$ cat config.mk
export PLATFORM = sky130hd
export DESIGN_NAME = memory_stage
export DESIGN_NICKNAME = d
export VERILOG_FILES = /design/src/verilog/mem_pkg.sv /design/src/verilog/lsu_align.sv /design/src/verilog/memory_stage.sv
export VERILOG_INCLUDE_DIRS = /design/src /design/src/verilog
export SDC_FILE = /design/constraint.sdc
export NUM_CORES = 1
export LEC_CHECK = 0
export BUFFER_PORTS_ARGS = -buffer_cell sky130_fd_sc_hd__buf_4
export CAP_MARGIN = 0
export CORE_MARGIN = 2
export CORE_UTILIZATION = 45
export CTS_CLUSTER_DIAMETER = 150
export DETAILED_ROUTE_END_ITERATION = 12
export PLACE_DENSITY = 0.72
export RECOVER_POWER = 25
export SYNTH_ARGS = -nofsm -noshare
export SYNTH_HDL_FRONTEND = slang
export SYNTH_SLANG_ARGS = --single-unit
$ cat constraint.sdc
create_clock -name clock -period 5.95 [get_ports clock]
set_input_delay 1.4875 -clock clock [delete_from_list [all_inputs] [get_ports clock]]
set_output_delay 1.4875 -clock clock [all_outputs]
set_load 0.1 [all_outputs]
$ cat src/verilog/mem_defs.svh
`ifndef MEM_DEFS_SVH
`define MEM_DEFS_SVH

// data and address width
`define XLEN 32

// data memory depth in words
`define DMEM_WORDS 256

// extra cycles the memory takes before ready
`define DMEM_WAIT 2

`endif

$ cat src/verilog/mem_pkg.sv
`include "mem_defs.svh"

package mem_pkg;

  // one-hot load/store operation
  typedef struct packed {
    logic lb;
    logic lbu;
    logic lh;
    logic lhu;
    logic lw;
    logic sb;
    logic sh;
    logic sw;
  } lsu_op_t;

  typedef struct packed {
    logic [`XLEN-1:0] pc;
    logic valid;
    logic wren;
    logic [4:0] waddr;
    logic [`XLEN-1:0] wdata;
    logic load;
    logic store;
    logic fence;
    logic [`XLEN-1:0] address;
    logic [`XLEN-1:0] sdata;
    lsu_op_t lsu_op;
  } exec_out_t;

  typedef struct packed {
    logic mem_valid;
    logic mem_fence;
    logic [`XLEN-1:0] mem_addr;
    logic [`XLEN-1:0] mem_wdata;
    logic [3:0] mem_wstrb;
  } mem_req_t;

  typedef struct packed {
    logic mem_ready;
    logic [`XLEN-1:0] mem_rdata;
  } mem_rsp_t;

  // bypass toward execute
  typedef struct packed {
    logic wren;
    logic [4:0] waddr;
    logic [`XLEN-1:0] wdata;
  } fwd_t;

  typedef struct packed {
    logic [`XLEN-1:0] pc;
    logic valid;
    logic wren;
    logic [4:0] waddr;
    logic [`XLEN-1:0] wdata;
    logic fence;
  } wb_out_t;

  typedef struct packed {
    logic [`XLEN-1:0] pc;
    logic valid;
    logic wren;
    logic [4:0] waddr;
    logic [`XLEN-1:0] wdata;
    logic load;
    logic store;
    logic fence;
    logic [`XLEN-1:0] address;
    logic [`XLEN-1:0] sdata;
    lsu_op_t lsu_op;
    // request still to be sent from the held copy
    logic replay;
    // reply due for an instruction that was cleared
    logic orphan;
  } mem_stage_reg_t;

  localparam mem_stage_reg_t init_mem_stage_reg = '{
    pc: '0,
    valid: 1'b0,
    wren: 1'b0,
    waddr: '0,
    wdata: '0,
    load: 1'b0,
    store: 1'b0,
    fence: 1'b0,
    address: '0,
    sdata: '0,
    lsu_op: '0,
    replay: 1'b0,
    orphan: 1'b0
  };

  // replicate byte or halfword across the word
  function automatic logic [`XLEN-1:0] store_data(input logic [`XLEN-1:0] sdata,
                                                  input lsu_op_t op);
    logic [`XLEN-1:0] res;
    res = sdata;
    if (op.sb) begin
      res = {4{sdata[7:0]}};
    end else if (op.sh) begin
      res = {2{sdata[15:0]}};
    end
    return res;
  endfunction

  function automatic logic [`XLEN-1:0] load_data(input logic [`XLEN-1:0] rdata,
                                                 input logic [1:0] offset,
                                                 input lsu_op_t op);
    logic [7:0] b;
    logic [15:0] h;
    logic [`XLEN-1:0] res;
    b = rdata[8*offset +: 8];
    h = rdata[16*offset[1] +: 16];
    if (op.lb) begin
      res = {{(`XLEN-8){b[7]}}, b};
    end else if (op.lbu) begin
      res = {{(`XLEN-8){1'b0}}, b};
    end else if (op.lh) begin
      res = {{(`XLEN-16){h[15]}}, h};
    end else if (op.lhu) begin
      res = {{(`XLEN-16){1'b0}}, h};
    end else begin
      res = rdata;
    end
    return res;
  endfunction

endpackage

$ cat src/verilog/lsu_align.sv
`timescale 1ns/10ps
`include "mem_defs.svh"

module lsu_align (
  input logic [`XLEN-1:0] address,
  input logic [`XLEN-1:0] sdata,
  input mem_pkg::lsu_op_t lsu_op,
  input logic [`XLEN-1:0] rdata,
  output logic [`XLEN-1:0] wdata,
  output logic [3:0] wstrb,
  output logic [`XLEN-1:0] ldata
);
  import mem_pkg::*;

  logic [1:0] offset;

  // byte offset inside the word
  assign offset = address[1:0];

  assign wdata = store_data(sdata, lsu_op);

  // strobes only for stores, loads and fences write nothing
  always_comb begin
    wstrb = 4'b0000;
    if (lsu_op.sw) begin
      wstrb = 4'b1111;
    end else if (lsu_op.sh) begin
      if (offset[1]) begin
        wstrb = 4'b1100;
      end else begin
        wstrb = 4'b0011;
      end
    end else if (lsu_op.sb) begin
      case (offset)
        2'd0: wstrb = 4'b0001;
        2'd1: wstrb = 4'b0010;
        2'd2: wstrb = 4'b0100;
        default: wstrb = 4'b1000;
      endcase
    end
  end

  // pick the lane at the offset, then sign or zero extend
  assign ldata = load_data(rdata, offset, lsu_op);

endmodule

$ cat src/verilog/memory_stage.sv
`timescale 1ns/10ps
`include "mem_defs.svh"

module memory_stage (
  input logic clock,
  input logic reset,
  input mem_pkg::exec_out_t ex_in,
  input logic clear,
  output mem_pkg::mem_req_t dmem_req,
  input mem_pkg::mem_rsp_t dmem_rsp,
  output logic stall,
  output mem_pkg::fwd_t fwd,
  output mem_pkg::wb_out_t wb
);
  import mem_pkg::*;

  mem_stage_reg_t r;
  mem_stage_reg_t rin;

  logic ex_mem;
  logic r_mem;
  logic pending;
  logic can_accept;
  logic ex_issue;
  logic ready_mine;
  logic stall_raw;
  logic kill;

  logic [`XLEN-1:0] lsu_address;
  logic [`XLEN-1:0] lsu_sdata;
  lsu_op_t lsu_sel_op;
  logic [`XLEN-1:0] lsu_wdata;
  logic [3:0] lsu_wstrb;
  logic [`XLEN-1:0] lsu_ldata;
  logic [`XLEN-1:0] result;

  assign ex_mem = ex_in.load | ex_in.store | ex_in.fence;
  assign r_mem = r.load | r.store | r.fence;

  // memory busy with a reply for us or for a killed instruction
  assign pending = r.orphan | (r_mem & ~r.replay);
  assign can_accept = ~pending | (r.orphan & dmem_rsp.mem_ready);

  // a reply owed to a cleared instruction is not ours
  assign ready_mine = dmem_rsp.mem_ready & ~r.orphan;

  assign stall_raw = r_mem & (r.replay | ~ready_mine);
  assign stall = stall_raw & ~clear;
  assign kill = stall_raw | clear;

  assign ex_issue = ~r.replay & ex_mem & can_accept;

  // alignment follows the held instruction while one is in the stage
  always_comb begin
    if (r_mem) begin
      lsu_address = r.address;
      lsu_sdata = r.sdata;
      lsu_sel_op = r.lsu_op;
    end else begin
      lsu_address = ex_in.address;
      lsu_sdata = ex_in.sdata;
      lsu_sel_op = ex_in.lsu_op;
    end
  end

  lsu_align u_lsu_align (
    .address(lsu_address),
    .sdata(lsu_sdata),
    .lsu_op(lsu_sel_op),
    .rdata(dmem_rsp.mem_rdata),
    .wdata(lsu_wdata),
    .wstrb(lsu_wstrb),
    .ldata(lsu_ldata)
  );

  // replayed request from the held copy, otherwise straight from execute
  always_comb begin
    if (r.replay) begin
      dmem_req.mem_valid = can_accept;
      dmem_req.mem_fence = r.fence;
      dmem_req.mem_addr = r.address;
    end else begin
      dmem_req.mem_valid = ex_issue;
      dmem_req.mem_fence = ex_in.fence;
      dmem_req.mem_addr = ex_in.address;
    end
    dmem_req.mem_wdata = lsu_wdata;
    dmem_req.mem_wstrb = lsu_wstrb;
  end

  always_comb begin
    rin = r;
    if (stall == 0) begin
      rin.pc = ex_in.pc;
      rin.valid = ex_in.valid;
      rin.wren = ex_in.wren;
      rin.waddr = ex_in.waddr;
      rin.wdata = ex_in.wdata;
      rin.load = ex_in.load;
      rin.store = ex_in.store;
      rin.fence = ex_in.fence;
      rin.address = ex_in.address;
      rin.sdata = ex_in.sdata;
      rin.lsu_op = ex_in.lsu_op;
      rin.replay = ex_mem & ~ex_issue;
    end else begin
      rin.replay = r.replay & ~dmem_req.mem_valid;
    end
    // killed while its request is in flight, or sent this very cycle
    rin.orphan = (r.orphan & ~dmem_rsp.mem_ready) |
                 (clear & r_mem & ((~r.replay & ~ready_mine) |
                                   (r.replay & dmem_req.mem_valid)));
  end

  assign result = r.load ? lsu_ldata : r.wdata;

  assign fwd.wren = r.wren & ~kill;
  assign fwd.waddr = r.waddr;
  assign fwd.wdata = result;

  always_ff @(posedge clock) begin
    if (reset == 0) begin
      r <= init_mem_stage_reg;
    end else begin
      r <= rin;
    end
  end

  // writeback register, payload unreset
  always_ff @(posedge clock) begin
    if (reset == 0) begin
      wb.valid <= 1'b0;
      wb.wren <= 1'b0;
      wb.fence <= 1'b0;
    end else begin
      wb.valid <= r.valid & ~kill;
      wb.wren <= r.wren & ~kill;
      wb.fence <= r.fence & ~kill;
    end
    wb.pc <= r.pc;
    wb.waddr <= r.waddr;
    wb.wdata <= result;
  end

endmodule

== Word level (Yosys, flattened, before mapping) ==
Index checks and enable logic that the tools add are counted.
Storage, ports and cells
  input bits: 182
  output and inout bits: 181
  register bits after elaboration: 220
  word-level logic and storage cells: 84
Cells by class
  reductions and logical operators: 1
  shift-type cells: 2
  equal/unequal tests: 2
  multiplexer cells: 17
  bitwise operators: 36
Operators by type and width (number)
  32-bit two-way mux: 8
  34-bit two-way mux: 1
  32-bit by 6-bit variable part select with 16-bit output: 1
  32-bit by 6-bit variable part select with 8-bit output: 1
  1-bit bitwise AND: 17
  4-bit two-way mux: 4
  4-bit one-hot mux with 3 select lines: 1
  1-bit bitwise OR: 10
  1-bit inverter: 9
  8-bit two-way mux: 1
  2-bit by 1-bit == test with 1-bit output (second input constant): 1
  2-bit == test (second input constant): 1
  2-bit zero test: 1
  2-bit two-way mux: 1
  1-bit two-way mux: 1

== Depth between registers and ports, before layout ==
  depth after elaboration: 12
  depth in mapped cells: 8
  depth with buffers taken out: 5

== By module ==
Synthesis repeated with hierarchy kept, for this count alone.
Second synthesis, totals
  cell total of the unflattened synthesis: 1249
  area, all modules: 9875.7 um^2
By module, submodules not included
  memory_stage: cells each 1059, times used 1, area an instance 8573.2 um^2
  lsu_align: cells each 190, times used 1, area an instance 1302.5 um^2

== Least setup slack after synthesis ==
OpenSTA, ideal clock, no wires.
  path kind: input -> output
  start: input ex_in[41] (netlist bit)
  end: output fwd[0] (netlist bit)
  stages: 5
  data required time: 4.463 ns
  path slack: -0.243 ns
  arrival: 4.706 ns
  cell sequence: or4b_1 -> clkbuf_1 -> a21boi_0 -> o32ai_1 -> a211oi_1
RTL lines
  start, declared: line memory_stage.sv:7  | input mem_pkg::exec_out_t ex_in,
  end, declared: line memory_stage.sv:12  | output mem_pkg::fwd_t fwd,

==> summary.md <==
| Metric | Value |
|---|---|
| Status | complete, but fails checks |
| Failing checks | max-capacitance violations, max-slew violations |
| Highest clock rate | 188.8 MHz |
| CP max FO | 25 |
| Floorplan die width | 149.7 µm |
| IO buf count | 361 |
| Min-delay src | r[136]$_SDFFE_PN0P_ |
| Layout cells sized above 1 | 0.3098 |
| Wire per inst | 17.38 µm |
| Diode count | 0 |
| Clock power share | 0.283 |
| R2R depth | 7 |
| Hold Path Class | reg -> reg |
| CTS Buf Count | 24 |
| Final Hold Viols | 0 |
| Worst setup margin | 0.6522 ns |
| Fin nets | 1,582 |
| Initial DRT Pass Iterations | 5 |
| Rows | 53 |
| Worst reg2reg endpoint | r[56]$_SDFFE_PN0P_ |
| Sequential element share of the synthesized area | 0.4591 |
| Clock Skew | 0.02038 ns |
| I/O pins | 363 |
| Synth Net Count | 1,274 |
| Pins over their slew limit | 101 |
| Min cycle time layout | 5.298 ns |
| Peak VDD IR | 0.0002580 V |
| Die Height | 149.7 µm |
| Hold Path End | wb[60]$_DFF_P_ |
| Die area | 22,400 µm² |
| Gate power share | 0.393 |
| Max_cap viols | 1 |
| Root buffer cell | clkbuf_16 |
| Via Count | 8,841 |
| # setup viols final | 0 |
| Pre-CTS setup slack | 0.8458 ns |
| CTS max path bufs | 3 |
| Post-route DRC | 0 |
| Leak | 5.668 nW |
| Post-route ant nets | 0 |
| Distinct cell type count after synthesis | 38 |
| Final WL | 29,410 µm |
| Net Sw Power | 0.002222 W |
| Crit end category | output pin |
| Synth-to-Final Area Change | 35.01% |
| Slew @ Worst Pin | 3.704 ns |
| Post-Syn Area | 9550 µm² |
| H-tree depth | 1 |
| Post-CTS resize count | 0 |
| Setup tns final | 0 ns |
| Post-synth top flop | dfxtp_1 |
| Largest net degree at the start of global routing | 101 |
| CP Data Required Time | 4.46 ns |
| Clock latency on the worst-skew pair | 0.52 ns |
| Syn Inst Count | 1,092 |
| GRT Overall Usage | 0.2463 |
| Most frequent cells in the layout | buf_4 (323), nand2_1 (321), dfxtp_1 (218) |
| TritonCTS clock tree | done |
| DRT iter0 DRCs | 488 |
| EDFF count, synth | 0 |
| Placer Congestion | 0.8675 |
| Reg2Reg Launch Point | r[1]$_SDFF_PN0_ |
| Internal power | 0.002914 W |
| RSZ-0062 raised after global routing | false |
| Worst EP arrival | 3.81 ns |
| Max-slew headroom at the worst pin | -1.469 |
| Fin crit share | 0.8904 |
| Most common cell after layout, fill and taps aside | buf_4 |
| Global-route wire length before repair | 44,250 µm |
| Dpl hpwl | 20,320 µm |
| Worst hold stages | 0 |
| Hold buffers post-CTS | 0 |
| Initial core utilization | 0.4558 |
| Clk pin slew, worst setup/hold paths | 0.05 ns |
| Vias in the first global route | 8,320 |
| Pwr dens | 398.4 nW/µm² |
| Setup CP Type | in -> out |
| Total grt overflow | 0 |
| Sequential power share | 0.324 |
| Sw Ratio | 0.4326 |
| Ys Warns | 0 |
| Syn_area_per_cell | 8.746 µm² |
| CTS sink cnt | 219 |
| Initial antenna violation count | 0 |
| Seq cells post-synth | 219 |
| Vias per cell | 5.225 |
| R2R setup slack | 2.08 ns |
| Setup bufs post-CTS | 0 |
| Critical Path Source Type | input port |
| Placeable Area | 20,960 µm² |
| Asr flop ratio synth | 0 |
==> cells in the mapped netlist (2+ instances only) <==
cell type	instances	area share
o21ai_0	18	0.0094
and2_1	2	0.0013
buf_4	5	0.0039
mux2i_1	31	0.032
clkbuf_1	53	0.021
nand2_1	320	0.13
nor3_1	3	0.0016
a21o_1	3	0.0024
and3_1	21	0.014
o31ai_1	2	0.0016
or3_1	2	0.0013
mux2_2	57	0.067
a21oi_1	12	0.0063
nor3b_1	2	0.0016
buf_6	4	0.0047
buf_2	29	0.015
buf_1	2	0.00079
o221ai_1	25	0.023
a211oi_2	9	0.012
a31oi_1	8	0.0052
nor2_1	39	0.015
a21boi_0	152	0.12
nand2b_1	25	0.016
dfxtp_1	219	0.46
nor2b_1	2	0.0013
a211oi_1	23	0.018
inv_1	7	0.0028
o32ai_1	7	0.0064
==> critical path, stage by stage <==
cell and delay [ns]:
buf_4 0.11, or4b_1 0.46, buf_4 0.23, nand2_1 0.38
mux2i_2 0.26, buf_4 0.32, o221ai_1 0.25, buf_4 0.30
==> power by group through the flow <==
stage	Combinational, W	Sequential, W	Clock (W)
6_report	0.00202	0.00167	0.00145
5_1_grt	0.00209	0.00168	0.00154
4_1_cts	0.00205	0.00167	0.00148
3_5_place_dp	0.00205	0.00170	0
3_3_place_gp	0.00204	0.00169	0
2_1_floorplan	0.00125	0.00202	0
==> through the flow <==
step                power (W)  utilization  area, µm²  hold slack (ns)  std cells
floorplan            0.003274            -       9585           0.3306       1092
global placement     0.003727       0.5885      12330           0.3339       1649
detailed placement   0.003743       0.5885      12330           0.3345       1649
CTS                  0.005199       0.6259      13120           0.3489       1692
global route         0.005315       0.6153      12890           0.3549       1692
finish               0.005136       0.6153      12890           0.3481       1692
==> registers in the layout, summed over array words and instances (netlist names) <==
name,count
wb,72
r,142
fwd,5
==> final cells by class <==
cell class | count | area, µm²
Fill cell | 1889 | 8061
Multi-Input combinational cell | 773 | 4732
Sequential cell | 219 | 4385
Timing Repair Buffer | 375 | 2620
Clock buffer | 35 | 713.2
Tap cell | 275 | 344.1
Clock inverter | 8 | 70.07
Inverter | 7 | 28.78
==> worst max-delay path by stage <==
stage	startpoint	to	slack (ns)	cells after the start
floorplan	ex_in[41]	dmem_req[2]	0.01	4
global placement	ex_in[41]	fwd[15]	0.89	8
detailed placement	ex_in[41]	fwd[15]	0.85	8
CTS	ex_in[41]	fwd[15]	0.84	8
global route	ex_in[41]	fwd[23]	0.58	8
finish	ex_in[41]	fwd[23]	0.65	8
==> routing by layer <==
metal  share of wire  GRT usage  up-vias
li1                -          -     4345
met1            0.42     0.3191     4087
met2            0.46     0.3924      337
met3           0.086    0.06646       72
met4           0.038    0.09528        0
met5               0          0        -
==> kinds of logic (layout without fill, tap and decap cells) <==
family	after synthesis	count (layout)	share of synthesized area
flops	219	219	0.4591
buf+inv	100	425	0.04821
simple gates	419	419	0.1807
compound gates	262	262	0.2058
mux	92	92	0.1062
Power figures use the tool's default switching activity.
